## src/hdl/sprite_pkg.sv

```systemverilog
package sprite_pkg;

	// Object memory geometry
	localparam int oam_entries   = 40;
	localparam int oam_addr_bits = 7;	// Even bytes hold Y, odd bytes hold X
	localparam int index_bits    = 6;

	// Per line sprite store
	localparam int sprite_slots = 10;
	localparam int slot_bits    = 4;

	// Line geometry
	localparam int line_pixels  = 168;	// X values at or above this never reach the counter
	localparam int y_offset     = 16;
	localparam int short_height = 8;
	localparam int tall_height  = 16;

	typedef enum logic [1:0] {
		s_idle,
		s_read,
		s_test,
		s_done
	} scan_state_t;

	typedef enum logic [1:0] {
		m_idle,
		m_run,
		m_finished
	} match_state_t;

endpackage

```

## src/hdl/oam_ram.sv

```systemverilog
`timescale 1ns/1ns

module oam_ram import sprite_pkg::*; (
		input  logic                     clk,
		input  logic                     cpu_we,
		input  logic [oam_addr_bits-1:0] cpu_addr,
		input  logic [7:0]               cpu_wdata,
		input  logic [index_bits-1:0]    scan_addr,
		output logic [7:0]               scan_y,
		output logic [7:0]               scan_x
	);

	logic [7:0] y_mem [oam_entries];
	logic [7:0] x_mem [oam_entries];
	logic [index_bits-1:0] cpu_entry;

	assign cpu_entry = cpu_addr[oam_addr_bits-1:1];

	// Writes past the last object are dropped
	always_ff @(posedge clk) begin
		if (cpu_we && cpu_entry < index_bits'(oam_entries)) begin
			if (cpu_addr[0])
				x_mem[cpu_entry] <= cpu_wdata;
			else
				y_mem[cpu_entry] <= cpu_wdata;
		end
	end

	// Scanner sees both bytes of an entry one cycle after the address
	always_ff @(posedge clk) begin
		scan_y <= y_mem[scan_addr];
		scan_x <= x_mem[scan_addr];
	end

endmodule

```

## src/hdl/oam_scan.sv

```systemverilog
`timescale 1ns/1ns

module oam_scan import sprite_pkg::*; (
		input  logic                  clk,
		input  logic                  reset,
		input  logic                  line_start,
		input  logic [7:0]            line,
		input  logic                  tall,
		output logic [index_bits-1:0] scan_addr,
		input  logic [7:0]            scan_y,
		input  logic [7:0]            scan_x,
		output logic                  store_clear,
		output logic                  store_load,
		output logic [7:0]            store_x,
		output logic [index_bits-1:0] store_index,
		output logic                  scan_done
	);

	scan_state_t state;
	logic [7:0] line_q;
	logic tall_q;
	logic [index_bits-1:0] data_idx;	// Entry whose bytes are on scan_y and scan_x
	logic [slot_bits-1:0] loaded;
	logic [8:0] row;
	logic covers;

	// Rows above the sprite wrap to large values, so one unsigned compare does both bounds
	always_comb begin
		row = {1'b0, line_q} + 9'(y_offset) - {1'b0, scan_y};
		covers = row < (tall_q ? 9'(tall_height) : 9'(short_height));
	end

	always_ff @(posedge clk) begin
		if (reset) begin
			state <= s_idle;
			scan_addr <= '0;
			data_idx <= '0;
			loaded <= '0;
			store_clear <= 1'b0;
			store_load <= 1'b0;
			scan_done <= 1'b0;
		end else begin
			store_clear <= 1'b0;
			store_load <= 1'b0;
			scan_done <= 1'b0;
			if (line_start) begin	// A new line restarts the walk from any state
				state <= s_read;
				scan_addr <= '0;
				loaded <= '0;
				store_clear <= 1'b1;
			end else begin
				case (state)
					s_read: begin
						scan_addr <= scan_addr + 1'b1;
						data_idx <= '0;
						state <= s_test;
					end
					s_test: begin
						if (covers && loaded < slot_bits'(sprite_slots)) begin
							store_load <= 1'b1;
							loaded <= loaded + 1'b1;
						end
						if (scan_addr != index_bits'(oam_entries - 1))
							scan_addr <= scan_addr + 1'b1;
						data_idx <= data_idx + 1'b1;
						if (data_idx == index_bits'(oam_entries - 1))
							state <= s_done;
					end
					s_done: begin
						scan_done <= 1'b1;
						state <= s_idle;
					end
					default: state <= s_idle;
				endcase
			end
		end
	end

	always_ff @(posedge clk) begin
		if (line_start) begin
			line_q <= line;
			tall_q <= tall;
		end
		store_x <= scan_x;
		store_index <= data_idx;
	end

endmodule

```

## src/hdl/sprite_line_top.sv

```systemverilog
`timescale 1ns/1ns

module sprite_line_top import sprite_pkg::*; (
		input  logic                     clk,
		input  logic                     reset,
		input  logic                     cpu_we,
		input  logic [oam_addr_bits-1:0] cpu_addr,
		input  logic [7:0]               cpu_wdata,
		input  logic [slot_bits-1:0]     cpu_slot_sel,
		output logic [7:0]               cpu_slot_x,
		input  logic [7:0]               line,
		input  logic                     tall,
		input  logic                     line_start,
		output logic                     hit,
		output logic [index_bits-1:0]    hit_index,
		output logic [7:0]               hit_x,
		output logic                     line_done
	);

	logic [index_bits-1:0] scan_addr;
	logic [7:0] scan_y;
	logic [7:0] scan_x;
	logic store_clear;
	logic store_load;
	logic [7:0] store_x;
	logic [index_bits-1:0] store_index;
	logic scan_done;
	logic [sprite_slots-1:0] retire_slot;
	logic [sprite_slots-1:0] slot_valid;
	logic [sprite_slots-1:0][7:0] slot_x;
	logic [sprite_slots-1:0][index_bits-1:0] slot_index;

	oam_ram i_oam_ram (
		.clk(clk),
		.cpu_we(cpu_we),
		.cpu_addr(cpu_addr),
		.cpu_wdata(cpu_wdata),
		.scan_addr(scan_addr),
		.scan_y(scan_y),
		.scan_x(scan_x)
	);

	oam_scan i_oam_scan (
		.clk(clk),
		.reset(reset),
		.line_start(line_start),
		.line(line),
		.tall(tall),
		.scan_addr(scan_addr),
		.scan_y(scan_y),
		.scan_x(scan_x),
		.store_clear(store_clear),
		.store_load(store_load),
		.store_x(store_x),
		.store_index(store_index),
		.scan_done(scan_done)
	);

	sprite_store i_sprite_store (
		.clk(clk),
		.reset(reset),
		.store_clear(store_clear),
		.store_load(store_load),
		.store_x(store_x),
		.store_index(store_index),
		.retire_slot(retire_slot),
		.slot_valid(slot_valid),
		.slot_x(slot_x),
		.slot_index(slot_index),
		.cpu_slot_sel(cpu_slot_sel),
		.cpu_slot_x(cpu_slot_x)
	);

	sprite_x_matchers i_sprite_x_matchers (
		.clk(clk),
		.reset(reset),
		.scan_done(scan_done),
		.slot_valid(slot_valid),
		.slot_x(slot_x),
		.slot_index(slot_index),
		.retire_slot(retire_slot),
		.hit(hit),
		.hit_index(hit_index),
		.hit_x(hit_x),
		.line_done(line_done)
	);

endmodule

```

## src/hdl/sprite_store.sv

```systemverilog
`timescale 1ns/1ns

module sprite_store import sprite_pkg::*; (
		input  logic                                    clk,
		input  logic                                    reset,
		input  logic                                    store_clear,
		input  logic                                    store_load,
		input  logic [7:0]                              store_x,
		input  logic [index_bits-1:0]                   store_index,
		input  logic [sprite_slots-1:0]                 retire_slot,
		output logic [sprite_slots-1:0]                 slot_valid,
		output logic [sprite_slots-1:0][7:0]            slot_x,
		output logic [sprite_slots-1:0][index_bits-1:0] slot_index,
		input  logic [slot_bits-1:0]                    cpu_slot_sel,
		output logic [7:0]                              cpu_slot_x
	);

	logic [slot_bits-1:0] fill_ptr;
	logic room;

	assign room = fill_ptr < slot_bits'(sprite_slots);

	always_ff @(posedge clk) begin
		if (reset) begin
			fill_ptr <= '0;
			slot_valid <= '0;
		end else if (store_clear) begin
			fill_ptr <= '0;
			slot_valid <= '0;
		end else begin
			for (int i = 0; i < sprite_slots; i++) begin
				if (retire_slot[i])
					slot_valid[i] <= 1'b0;
				else if (store_load && room && fill_ptr == slot_bits'(i))
					slot_valid[i] <= 1'b1;
			end
			if (store_load && room)
				fill_ptr <= fill_ptr + 1'b1;
		end
	end

	always_ff @(posedge clk) begin
		for (int i = 0; i < sprite_slots; i++) begin
			if (store_load && room && fill_ptr == slot_bits'(i)) begin
				slot_x[i] <= store_x;
				slot_index[i] <= store_index;
			end
		end
	end

	// Empty slots and selections past the last slot read as 0xFF
	always_comb begin
		cpu_slot_x = 8'hff;
		for (int i = 0; i < sprite_slots; i++) begin
			if (cpu_slot_sel == slot_bits'(i) && slot_valid[i])
				cpu_slot_x = slot_x[i];
		end
	end

endmodule

```

## src/hdl/sprite_x_matchers.sv

```systemverilog
`timescale 1ns/1ns

module sprite_x_matchers import sprite_pkg::*; (
		input  logic                                    clk,
		input  logic                                    reset,
		input  logic                                    scan_done,
		input  logic [sprite_slots-1:0]                 slot_valid,
		input  logic [sprite_slots-1:0][7:0]            slot_x,
		input  logic [sprite_slots-1:0][index_bits-1:0] slot_index,
		output logic [sprite_slots-1:0]                 retire_slot,
		output logic                                    hit,
		output logic [index_bits-1:0]                   hit_index,
		output logic [7:0]                              hit_x,
		output logic                                    line_done
	);

	match_state_t state;
	logic [7:0] counter;
	logic [7:0] pixel;
	logic active;
	logic [sprite_slots-1:0] match;
	logic any_match;
	logic [slot_bits-1:0] first;

	// scan_done compares pixel 0 in its own cycle
	assign active = scan_done || state == m_run;
	assign pixel = scan_done ? 8'd0 : counter;

	always_comb begin
		for (int i = 0; i < sprite_slots; i++)
			match[i] = slot_valid[i] && !retire_slot[i] && slot_x[i] == pixel;	// Slot being retired is masked
		any_match = |match;
		first = '0;
		for (int i = sprite_slots - 1; i >= 0; i--) begin
			if (match[i])
				first = slot_bits'(i);
		end
	end

	always_ff @(posedge clk) begin
		if (reset) begin
			state <= m_idle;
			counter <= '0;
			hit <= 1'b0;
			retire_slot <= '0;
			line_done <= 1'b0;
		end else begin
			hit <= 1'b0;
			retire_slot <= '0;
			line_done <= 1'b0;
			if (active) begin
				state <= m_run;
				if (any_match) begin
					// Counter holds so a tied X gets its turn next cycle
					hit <= 1'b1;
					retire_slot <= sprite_slots'(1) << first;
					counter <= pixel;
				end else if (pixel == 8'(line_pixels - 1)) begin
					state <= m_finished;
					line_done <= 1'b1;
				end else begin
					counter <= pixel + 8'd1;
				end
			end else if (state == m_finished) begin
				state <= m_idle;
			end
		end
	end

	always_ff @(posedge clk) begin
		if (active && any_match) begin
			hit_index <= slot_index[first];
			hit_x <= pixel;
		end
	end

endmodule

```

## config.mk

```make
export PLATFORM = sky130hd
export DESIGN_NAME = sprite_line_top
export DESIGN_NICKNAME = d
export VERILOG_FILES = /design/src/hdl/sprite_pkg.sv /design/src/hdl/oam_ram.sv /design/src/hdl/oam_scan.sv /design/src/hdl/sprite_line_top.sv /design/src/hdl/sprite_store.sv /design/src/hdl/sprite_x_matchers.sv
export SDC_FILE = /design/constraint.sdc
export NUM_CORES = 1
export LEC_CHECK = 0
export BUFFER_PORTS_ARGS = -buffer_cell sky130_fd_sc_hd__buf_2
export CELL_PAD_IN_SITES_DETAIL_PLACEMENT = 0
export CELL_PAD_IN_SITES_GLOBAL_PLACEMENT = 1
export CORE_UTILIZATION = 59
export CTS_CLUSTER_DIAMETER = 200
export DETAILED_ROUTE_END_ITERATION = 10
export HOLD_SLACK_MARGIN = 0.06
export PLACE_DENSITY_LB_ADDON = 0.1
export SETUP_SLACK_MARGIN = 0.05
export SYNTH_ARGS = -nofsm -noshare
export SYNTH_HDL_FRONTEND = slang
export SYNTH_SLANG_ARGS = --single-unit
```

## constraint.sdc

```tcl
create_clock -name clk -period 5 [get_ports clk]
set_input_delay 1 -clock clk [delete_from_list [all_inputs] [get_ports clk]]
set_output_delay 1 -clock clk [all_outputs]
set_load 0.02 [all_outputs]
```

======== Word-level counts from Yosys, hierarchy flattened ========
Memories as Yosys holds them, arrays and structs flattened. A register that Yosys moved wholly into a read port is not among the register bits.
Index checks and enable logic that the tools add are counted.
cells by class
  divide/modulo/power cells ............... 0
  multipliers ............................. 0
  equality and inequality tests ........... 40
  shift-type cells ........................ 1
  $lt $le $gt $ge ......................... 5
  muxes and demuxes ....................... 47
  bitwise logic cells ..................... 4
  $add $sub $neg .......................... 7
  reductions and logical operators ........ 80
operators by type and width
  kind                                              count
  two-way mux 8 bit                                 13
  == test 8 bit                                     10
  logical AND 1 bit                                 44
  two-way mux 4 bit                                 10
  OR reduction 3 bit                                12
  == test 4 x 3 -> 1 bit, second input constant     8
  binary-select mux 6 bit (select 4 bit)            1
  case mux 6 bit (2 select lines)                   2
  == test 4 x 2 -> 1 bit, second input constant     4
  == test 4 bit, second input constant              4
  adder 6 x 1 -> 6 bit, second input constant       2
  two-way mux 1 bit                                 12
  two-way mux 6 bit                                 2
  OR reduction 12 bit                               1
  logical NOT 1 bit                                 10
  two-way mux 2 bit                                 5
  OR reduction 10 bit                               1
  left shift 1 x 4 -> 10 bit, first input constant  1
  adder 8 x 5 -> 9 bit, second input constant       1
  < comparator 9 bit                                1
  subtractor 9 x 8 -> 9 bit                         1
  adder 4 x 1 -> 4 bit, second input constant       2
  adder 8 x 1 -> 8 bit, second input constant       1
  == test 4 x 1 -> 1 bit, second input constant     2
  18 further kinds                                  34
storage, ports and cells
  memories kept ........................... 2
  bits in read-only memories .............. 0
  bits of input ports ..................... 32
  output and inout port bits .............. 24
  RAM bits ................................ 640
  register bits after elaboration ......... 234
  latch bits .............................. 0
memory list
  memory           depth  bits a word  read ports  clocked after memory_dff  wr ports  RTL line       source
  i_oam_ram.x_mem  40     8            1           1                         1         oam_ram.sv:14  logic [7:0] x_mem [oam_entries];
  i_oam_ram.y_mem  40     8            1           1                         1         oam_ram.sv:13  logic [7:0] y_mem [oam_entries];

======== Depth between registers and ports, before layout ========
Gate-level depths: netlist of run 1.
  depth in word-level cells ............... 15
  mapped depth ............................ 15
  depth with buffers taken out ............ 13

======== Cells and area by module ========
A second synthesis of run 1 with hierarchy kept.
unflattened totals
  cells, all modules ...................... 2347
  area, all modules ....................... 37141.9 um^2
modules (own cells, without submodules)
  module             instances  cells an instance  area each (um^2)
  oam_ram            1          1361               25773.5
  sprite_store       1          329                5555.3
  sprite_x_matchers  1          471                3873.7
  oam_scan           1          186                1939.4

======== Worst setup path before layout of run 1 ========
OpenSTA, ideal clock, no wires.
  kind .................................... input to output
  from .................................... in cpu_slot_sel[2]
  to ...................................... out cpu_slot_x[0]
  slack ................................... 1.635 ns
  cell stages on the path ................. 6
  data arrival time ....................... 2.365 ns
  cells stage by stage .................... nand2_1 nor4bb_1 clkbuf_1 clkbuf_1 a21oi_1 o21ai_0
between the ends
  cells in the longest elaborated chain, start to end .. 12
  elaborated cells on any way between the ends .. 30
  those cells by class .................... eq/ne: 9; mux: 10; reduce/logical: 11
ends and longest elaborated chain
  element                          RTL line               source
  start, declared                  sprite_line_top.sv:9   input logic [slot_bits-1:0] cpu_slot_sel,
  logical NOT 4 bit                sprite_store.sv:55     if (cpu_slot_sel == slot_bits'(i) && slot_valid[i])
  logical AND 1 bit                sprite_store.sv:55
  two-way mux 8 bit (9 in series)  sprite_store.sv:55
  two-way mux 8 bit *              sprite_store.sv:55
  end, declared                    sprite_line_top.sv:10  output logic [7:0] cpu_slot_x,
Mark *: on every way between the ends. The rest lies on a longest branch, timed or not.

======== Final worst setup path of run 1 ========
  from .................................... reg i_sprite_x_matchers.counter[6]
  to ...................................... reg i_sprite_x_matchers.hit_index[1], data pin
between the ends
  cells in the longest elaborated chain, start to end .. 15
  elaborated cells on any way between the ends .. 33
  those cells by class .................... eq/ne: 10; mux: 13; reduce/logical: 10
ends and longest elaborated chain
  element                                    RTL line                 source
  start, declared                            sprite_x_matchers.sv:18  logic [7:0] counter;
  start signal, assigned                     sprite_x_matchers.sv:57  counter <= pixel;
  start signal, assigned                     sprite_x_matchers.sv:62  counter <= pixel + 8'd1;
  two-way mux 8 bit *                        sprite_x_matchers.sv:27  assign pixel = scan_done ? 8'd0 : counter;
  == test 8 bit                              sprite_x_matchers.sv:31  match[i] = slot_valid[i] && !retire_slot[i] && slot_x[i] == pixel;
  logical AND 1 bit                          sprite_x_matchers.sv:31
  two-way mux 4 bit (9 in series)            sprite_x_matchers.sv:35  if (match[i])
  two-way mux 4 bit *                        sprite_x_matchers.sv:35
  binary-select mux 6 bit (select 4 bit) *   sprite_x_matchers.sv:72  hit_index <= slot_index[first];
  two-way mux 6 bit (implied by the code) *  sprite_x_matchers.sv:72
  end signal, assigned                       sprite_x_matchers.sv:72
  end, declared                              sprite_x_matchers.sv:12  output logic [index_bits-1:0] hit_index,
Mark *: on every way between the ends. The rest lies on a longest branch, timed or not. The select of a mux whose other input is x is not followed.
A chain may end at the register's enable or synchronous reset.

==> results of run 1 <==
cell type report:
cell class	instances	area, µm²	share of cell area, %
sequential	890	25900	64.9
multi-input combinational	990	9440	23.7
clock buffer	123	2470	6.19
tap	782	978	2.45
timing repair buffer	85	563	1.41
clock inverter	38	379	0.951
inverter	44	165	0.414
metal layers:
| metal | share of wire (%) | track usage [%] | up-vias | wire (µm) |
|---|---|---|---|---|
| met2 | 50 | 45.1 | 768 | 41300 |
| met1 | 41 | 38.3 | 9892 | 34200 |
| met3 | 6.0 | 3.94 | 153 | 5020 |
| met4 | 3.1 | 9.03 | 0 | 2580 |
| li1 | - | - | 8359 | - |
| met5 | 0 | 0 | - | 0 |
critical path: stages, from the launching register on:
cell and delay (ps):
dfxtp_1 1140, nor2b_1 340, nand3b_1 110, a21o_1 200
a2111oi_2 780, and2_1 240, o31a_1 390, o21ai_2 120
nand2_2 220, mux2_2 360, o21a_1 180
synth_stat cells, drive strengths merged, types with 18 or more instances:
| cell type | n |
|---|---|
| inv | 44 |
| edfxtp | 803 |
| a31oi | 18 |
| a211oi | 23 |
| nor3 | 25 |
| nand2 | 60 |
| mux4 | 192 |
| a21oi | 42 |
| dfxtp | 87 |
| o21ai | 44 |
| xnor2 | 34 |
| a22oi | 19 |
| buf | 43 |
| clkbuf | 57 |
| ha | 25 |
| nor2 | 169 |
| mux2i | 20 |
| nor2b | 26 |
| o22ai | 22 |
| nand2b | 21 |
cells by family (layout without fill, tap and decap cells):
| kind of cell | count (synthesis) | count (layout) | synth area share (%) |
|---|---|---|---|
| buffers and inverters | 144 | 290 | 1.73 |
| AOI/OAI and AO/OA | 270 | 270 | 5.31 |
| xor gates and xnor gates | 44 | 44 | 1.07 |
| adders and majority gates | 25 | 25 | 0.871 |
| muxes | 216 | 216 | 12.7 |
| and+or+nand+nor | 435 | 435 | 6.28 |
| DFF | 890 | 890 | 72.0 |
final timing paths:
check	slack [ps]	cells after the start	to
worst max-delay path	620	10	i_sprite_x_matchers.hit_index[1]
worst min-delay path	330	0	i_oam_scan.store_x[2]
worst max register to register	620	10	i_sprite_x_matchers.hit_index[1]
worst min register to register	330	0	i_oam_scan.store_x[2]
power breakdown:
part / switching [mW] / internal, mW
combinational: 0.287 / 0.175
sequential: 0.0378 / 8.12
clock: 2.76 / 3.77
total: 3.09 / 12.1
flip-flops by register name, summed over array words and instances, names as in the netlist, 10 cells and up:
| name | count |
|---|---|
| i_sprite_store.slot_x | 80 |
| i_sprite_store.slot_index | 60 |
| i_oam_ram.y_mem | 320 |
| i_sprite_store.slot_valid | 10 |
| i_oam_ram.x_mem | 320 |
| i_sprite_x_matchers.retire_slot | 10 |
per-stage QoR:
stage | instance area, µm² | total power, mW
finish | 39900 | 15.2
global route | 39900 | 15.5
CTS | 39900 | 15.2
detailed placement | 37000 | 8.79
global placement | 37000 | 8.77
floorplan | 35900 | 8.57
==> run metrics, run 1 <==
Setup WS pre-CTS 722 ps; asr flop ratio synth 0%; chip height 249 µm; post-synthesis cell area ~0.036 mm²; area leader, netlist edfxtp_1; Unique masters post-synth 75; Syn. warnings 0; Worst Tran Pin Value around 1300 ps; Skew-Pair Late Insertion Delay ~650 ps; r2r startpoint i_sprite_x_matchers.counter[6]; Mapped Cells just over 2,000; Tmin final approximately 4400 ps; CORE AREA 0.0602 mm²; Placer Congestion ~0.93; CTS tree done; total power per unit cell area approximately 380 mW/mm²; commonest non-fill, non-tap cells in the layout edfxtp_1, mux4_2, nor2_1; Critical path origin i_sprite_x_matchers.counter[6]; 1st-iter DRT viols between 1,500 and 2,000; clock sink count slightly below 900; die area 0.0619 mm²; clock tree buffer depth 3; EDFF count, synth around 800; total track usage a little over a quarter; GR Overflow Total 0; worst vdd ir approximately 280 µV; CP Max Fanout 26; Residual DRC 0; post-synthesis register bit count between 800 and 900; initial antenna violation count 0; hold_sp i_oam_ram.scan_x[2]; commonest non-fill, non-tap cell in the layout edfxtp_1; Util after Layout 66.2%; post-CTS setup repair buffer count 0; status finished clean; Total Nets Final 2,156; Fillers roughly 4,000; final slew viol count 0; Hold Slack 325 ps; Hold Path Class reg -> reg; H-tree depth 3; sequential share of the synthesized area 72.0%; Initial Utilization between 50 and 60%; ratio of cells with drive above 1 in the final layout between 10% and 20%; ANT nets after route 0; Main synth FF type edfxtp_1; Final Hold Fails 0; largest net degree at the start of global routing 74; Pre-Repair DR Iteration Count 6; PortBufs 55; Leak Pwr between 10 and 15 nW; RSZ-0062 raised after global routing false; vias in the first global route slightly below 20,000; WL final 83,100 µm; slack of the critical path between 600 and 700 ps; Critical Path RT between 5000 and 6000 ps; DPL Wire Length 53,700 µm; total number of vias 19,200; Tcrit/Tclk final a little under 90%; vias per cell approximately 6.5; Crit Path Class reg -> reg; I/O pin total 56; max_slew headroom ~16%; drt wl/cell ~28 µm; clk_skew approximately 34 ps; Fmax ~230 MHz; post-placement cell count 2,791; startpoint types flip-flop; Avg Cell Area, Syn roughly 18 µm²; row cnt 90; Area growth syn-to-layout 11.0%; MaxCap Viol Count 0; final non-filler cell total between 2,000 and 3,000; critical path arrival between 4000 and 5000 ps; CP Capture Type flip-flop; Setup Viol. Count Final 0; first-pass GRT wire length roughly 120,000 µm; die width 249 µm; Clk Tree Root Cell clkbuf_16; setup_tns 0 ps; CTS buffer count 88; CTS Hold Bufs 0; post_cts resized 0; syn_nets roughly 2,100; ANT cells 0; Worst-path clk slew 60 ps; main area contributors after synthesis edfxtp_1, mux4_2, dfxtp_1; top cell type's share of synthesized area 67.2%
No activity file was read; power rests on OpenSTA's default activity.
==> run 2, diff against run 1 <==
--- a/config.mk
+++ b/config.mk
@@ -8,7 +8,7 @@
 export BUFFER_PORTS_ARGS = -buffer_cell sky130_fd_sc_hd__buf_2
 export CELL_PAD_IN_SITES_DETAIL_PLACEMENT = 0
 export CELL_PAD_IN_SITES_GLOBAL_PLACEMENT = 1
-export CORE_UTILIZATION = 59
+export CORE_UTILIZATION = 40
 export CTS_CLUSTER_DIAMETER = 200
 export DETAILED_ROUTE_END_ITERATION = 10
 export HOLD_SLACK_MARGIN = 0.06
==> run 2 against run 1 <==
Against the previous run: the run now ends with design-rule violations left; sequential share of layout area decreased by 1.1 points; global-route usage decreased by 6.9 points; critical path depth unchanged; sequential cell count unchanged; setup slack got worse by 71 ps; sequential power about the same; utilization decreased by 20 points; non-clock buffer count increased by 3; combinational power increased by 4%; total power increased by 2.1%; register-to-register slack got worse by 70 ps; fmax decreased by 1.6%; largest power group unchanged.
==> run metrics, run 2 (same netlist as run 1, synthesis figures left out) <==
status finished with violations; violated checks design-rule violations; chip height 302 µm (+21%); Fmax 225 MHz (-1.6%); final non-filler cell total 3,352 (+14%); WP buf/inv 0 (unchanged); ANT cells 0 (unchanged); GR Layer Usage met2 33.2% (-12 points); CP cell instances nand2b_1, nand2_1, nand4b_1, or4_1, a211oi_1, o31a_1, o21ai_2, nand2_2, mux2_2, o21a_1; Initial Utilization 40.5% (-19 points); total power per unit cell area 382 mW/mm² (+0.35%); Most Used Layer, Global Route met2; Worst-path clk slew 60 ps (about the same); post_cts resized 0 (unchanged); initial antenna violation count 5 (+5); Placer Congestion 0.933 (+0.33%); Crit Path Class reg -> reg; CTS tree done; largest net degree at the start of global routing 58 (-22%); Hold Slack 327 ps (+2.26 ps); Final Hold Fails 0 (unchanged); first-pass GRT wire length 135,000 µm (+8.1%); met3 usage 3.54% (-0.39 points); Worst path slowest cell dfxtp_1; die width 302 µm (+21%); crit-path leading delay family simple AND/OR/NAND/NOR gates; Tcrit/Tclk final 89.0% (+1.4 points); die area 0.0910 mm² (+47%); clock sink count 890 (unchanged); Total Nets Final 2,169 (+0.60%); RSZ-0062 raised after global routing false; Hold Path Class reg -> reg; post-placement cell count 3,177 (+14%); Leak Pwr 12.6 nW (+0.94%); CORE AREA 0.0886 mm² (+47%); DPL Wire Length 59,500 µm (+11%); commonest non-fill, non-tap cell in the layout edfxtp_1; Worst Tran Pin Value 1220 ps (-37.0 ps); WL final 92,100 µm (+11%); GR Overflow Total 0 (unchanged); ANT nets after route 0 (unchanged); final slew viol count 0 (unchanged); Critical Path RT 5410 ps (+30 ps); grt met1 use 28.2% (-10 points); clk_skew 20.5 ps (-13.9 ps); commonest non-fill, non-tap cells in the layout edfxtp_1, mux4_2, nor2_1; post-CTS setup repair buffer count 0 (unchanged); CP Max Fanout 16 (-38%); CP Capture Type flip-flop; clock tree buffer depth 3 (unchanged); Area growth syn-to-layout 13.0%; Clk Tree Root Cell clkbuf_16; Largest regs i_oam_ram.x_mem (320), i_oam_ram.y_mem (320), i_sprite_store.slot_x (80); critical path arrival 4860 ps (+100 ps); max_slew headroom 18.6% (+2.3 points); CTS buffer count 98 (+11%); Tmin final 4450 ps (+71.1 ps); Fillers 7,634 (+91%); slack of the critical path 550 ps (-71.1 ps); drt wl/cell 27.5 µm (-2.3%); startpoint types flip-flop; MaxCap Viol Count 0 (unchanged); total power 15.5 mW (+2.1%); CTS Hold Bufs 0 (unchanged); Pre-Repair DR Iteration Count 8 (+2); ratio of cells with drive above 1 in the final layout 20.3% (+0.76 points); worst vdd ir 278 µV (-0.49%); slowest stage delay, CP 890 ps (-250 ps); H-tree depth 3 (unchanged); Skew-Pair Late Insertion Delay 670 ps (+20 ps); vias per cell 5.70 (-12%); I/O pin total 56 (unchanged); setup_tns 0 ps (unchanged); row cnt 109 (+21%); total number of vias 19,100 (-0.38%); Residual DRC 8 (+8); vias in the first global route 19,500 (+1.0%); Setup Viol. Count Final 0 (unchanged); total track usage 20.6% (-6.9 points); 1st-iter DRT viols 1,535 (-17%); Setup WS pre-CTS 559 ps (-163 ps); PortBufs 55 (unchanged)
run 2: cell count changes in the layout (fill, tap and decap cells not counted), sizes merged:
cell and delta:
clkinvlp +2, buf +3, clkbuf +8, inv +1, clkinv +6, bufinv -3
run 2: power by group:
part,internal [mW],switching [mW]
clock network,3.92,2.90
registers,8.13,0.0464
logic,0.177,0.305
run 2: worst reg2reg max path, cell delays in order (launching register included):
cell	delay (ps)
dfxtp_1	890
nand2b_1	460
nand2_1	260
nand4b_1	300
or4_1	570
a211oi_1	340
o31a_1	460
o21ai_2	120
nand2_2	250
mux2_2	380
o21a_1	170
run 2: worst paths after layout:
kind	start	to	slack (ps)	cells after the start
worst min register to register	i_oam_ram.scan_x[2]	i_oam_scan.store_x[2]	330	0
worst max register to register	i_sprite_x_matchers.counter[4]	i_sprite_x_matchers.hit_index[5]	550	10
worst max-delay path	i_sprite_x_matchers.counter[4]	i_sprite_x_matchers.hit_index[5]	550	10
worst min-delay path	i_oam_ram.scan_x[2]	i_oam_scan.store_x[2]	330	0
run 2: routing by layer:
metal | part of all wire [%] | vias up | wire [µm]
met4 | 3.4 | 0 | 3150
met1 | 43 | 9922 | 39600
met3 | 5.5 | 191 | 5030
met5 | 0 | - | 0
met2 | 48 | 614 | 44300
li1 | - | 8372 | -
run 2: area by class of cell:
class	count	area (µm²)	share of cell area (%)
Tap cell	1165	1460	3.59
Multi-Input combinational cell	990	9440	23.3
Timing Repair Buffer	88	586	1.44
Inverter	44	165	0.407
Clock buffer	131	2680	6.60
Sequential cell	890	25900	63.8
Clock inverter	44	370	0.913
run 2: stage by stage:
step           util (%)  area (µm²)
2_1_floorplan         -       35900
4_1_cts            45.8       40600
3_3_place_gp       42.3       37500
3_5_place_dp       42.3       37500
5_1_grt            45.8       40600
6_report           45.8       40600
==> run 3, diff against run 2 <==
--- a/config.mk
+++ b/config.mk
@@ -12,6 +12,7 @@
 export CTS_CLUSTER_DIAMETER = 200
 export DETAILED_ROUTE_END_ITERATION = 10
 export HOLD_SLACK_MARGIN = 0.06
+export MAX_ROUTING_LAYER = met4
 export PLACE_DENSITY_LB_ADDON = 0.1
 export SETUP_SLACK_MARGIN = 0.05
 export SYNTH_ARGS = -nofsm -noshare
==> run 3 against run 2 <==
Against the previous run: the run still ends with design-rule violations left; fmax is 1.4% higher; final cell count is 0.27% higher; sequential cell count stayed put; wire length is 0.18% higher; highest routed layer unchanged.
==> run metrics, run 3 (same netlist as run 1, synthesis figures left out) <==
ANT nets after route 0 (unchanged); Initial Utilization 40.5% (unchanged); CTS Hold Bufs 0 (unchanged); CTS tree done; vias per cell 5.66 (-0.70%); total number of vias 19,000 (-0.43%); MaxCap Viol Count 0 (unchanged); hold_sp i_oam_ram.scan_x[7]; Final Hold Fails 0 (unchanged); slack of the critical path 609 ps (+59.3 ps); Skew-Pair Late Insertion Delay 680 ps (about the same); total power per unit cell area 390 mW/mm² (+2.3%); Largest regs i_oam_ram.x_mem (320), i_oam_ram.y_mem (320), i_sprite_store.slot_x (80); post_cts resized 0 (unchanged); Tcrit/Tclk final 87.8% (-1.2 points); clk_skew 41.2 ps (+20.7 ps); DPL Wire Length 59,400 µm (-0.12%); commonest non-fill, non-tap cells in the layout edfxtp_1, mux4_2, nor2_1; startpoint types flip-flop; drt wl/cell 27.5 µm (about the same); r2r startpoint i_sprite_x_matchers.counter[6]; worst vdd ir 341 µV (+22%); setup_tns 0 ps (unchanged); row cnt 109 (unchanged); clock sink count 890 (unchanged); largest net degree at the start of global routing 65 (+12%); Residual DRC 16 (+8); status finished with violations; Seq pwr share 51.3% (-1.5 points); Setup Viol. Count Final 0 (unchanged); clock share of power 45.7% (+1.6 points); CORE AREA 0.0886 mm² (unchanged); Fmax 228 MHz (+1.4%); Worst Tran Pin Value 1280 ps (+59.3 ps); total track usage 21.3% (+0.75 points); total power 15.9 mW (+2.9%); RSZ-0062 raised after global routing false; Setup WS pre-CTS 806 ps (+247 ps); area occupied by multi-input gates 0.00944 mm² (unchanged); post-CTS setup repair buffer count 0 (unchanged); worst hold path depth 0 (unchanged); Pre-Repair DR Iteration Count 9 (+1); H-tree depth 3 (unchanged); Tmin final 4390 ps (-59.3 ps); R2R cell count 10 (unchanged); 1st-iter DRT viols 1,801 (+17%); Sw Ratio 21.0% (-0.058 points); Placer Congestion 0.945 (+1.3%); Critical Path RT 5410 ps (about the same); Leak Pwr 12.6 nW (+0.74%); commonest non-fill, non-tap cell in the layout edfxtp_1; initial antenna violation count 3 (-2); CP Max Fanout 26 (+10); Total Nets Final 2,172 (+0.14%); Critical path origin i_sprite_x_matchers.counter[6]; first-pass GRT wire length 136,000 µm (+0.63%); PortBufs 55 (unchanged); R2R Setup Slk 610 ps (+60 ps); die width 302 µm (unchanged); CTS buffer count 97 (-1.0%); chip height 302 µm (unchanged); WL final 92,300 µm (+0.18%); max_slew headroom 14.8% (-3.8 points); vias in the first global route 19,400 (-0.48%); Hold Path Class reg -> reg; Cell Int Power 12.6 mW (+2.9%); Crit Path Class reg -> reg; R2R Path End i_sprite_x_matchers.hit_index[5]; clock tree buffer depth 3 (unchanged); Fillers 7,587 (-0.62%); register area 0.0259 mm² (unchanged); Clk Tree Root Cell clkbuf_16; CP Capture Type flip-flop; final slew viol count 0 (unchanged); critical path arrival 4800 ps (-60 ps); Worst Hold End i_oam_scan.store_x[7]; GR Overflow Total 0 (unchanged); I/O pin total 56 (unchanged); die area 0.0910 mm² (unchanged); Area growth syn-to-layout 13.6%; ratio of cells with drive above 1 in the final layout 20.6% (+0.25 points); violated checks design-rule violations; Worst-path clk slew 60 ps (about the same); Sw Pwr 3.34 mW (+2.6%); Comb pwr share 3.0% (about the same)
[run 3: changes by cell type in the layout (fill, tap and decap cells not counted), sizes merged]
| cell | change |
|---|---|
| clkinv | +6 |
| clkinvlp | +2 |
| bufinv | +10 |
| inv | -3 |
| clkbuf | -12 |
| diode | +2 |
| buf | +4 |
[run 3: how the worst max path moves through the flow]
stage	endpoint	slack, ps
floorplan	cpu_slot_x[0]	1630
finish	i_sprite_x_matchers.hit_index[5]	610
CTS	i_sprite_x_matchers.hit_index[5]	770
detailed placement	i_sprite_x_matchers.hit_index[5]	810
global placement	i_sprite_x_matchers.hit_index[1]	850
global route	i_sprite_x_matchers.hit_index[2]	490
[run 3: stage by stage]
step                      util (%)  hold WS (ps)  instance area (µm²)  std cells
after global placement        42.3           313                37500       3181
final                         46.0           325                40800       3361
after CTS                     46.0           325                40800       3359
after detailed placement      42.3           312                37500       3181
after global routing          46.0           335                40800       3359
after floorplan                  -           310                35900       2024
[run 3: worst max-delay path, cell delays in order, from the launching register on]
cell       delay, ps
dfxtp_1         1160
nor2b_1          320
nand3b_1         110
a21o_1           190
a2111oi_2        760
and2_1           240
o31a_1           410
o21ai_2          130
nand2_2          250
mux2_2           360
o21a_1           170
[run 3: cell type report]
type / instances / area share [%]
Antenna cell: 2 / 0.0123
Inverter: 44 / 0.405
Timing Repair Buffer: 92 / 1.45
Clock buffer: 119 / 6.18
Clock inverter: 59 / 1.83
Sequential cell: 890 / 63.4
Multi-Input combinational cell: 990 / 23.1
Tap cell: 1165 / 3.57
[run 3: layer usage]
layer	part of all wire (%)	global-route usage [%]
met1	44	28.3
met2	48	33.2
met3	4.8	3.35
met4	3.7	7.94
met5	0	-
[run 3: power groups by stage]
| stage | combinational, mW | clock [mW] | sequential, mW |
|---|---|---|---|
| final | 0.478 | 7.27 | 8.17 |
| after global routing | 0.522 | 7.71 | 8.17 |
| after CTS | 0.491 | 7.43 | 8.17 |
| after detailed placement | 0.490 | 0 | 8.33 |
| after global placement | 0.479 | 0 | 8.33 |
| after floorplan | 0.277 | 0 | 8.30 |
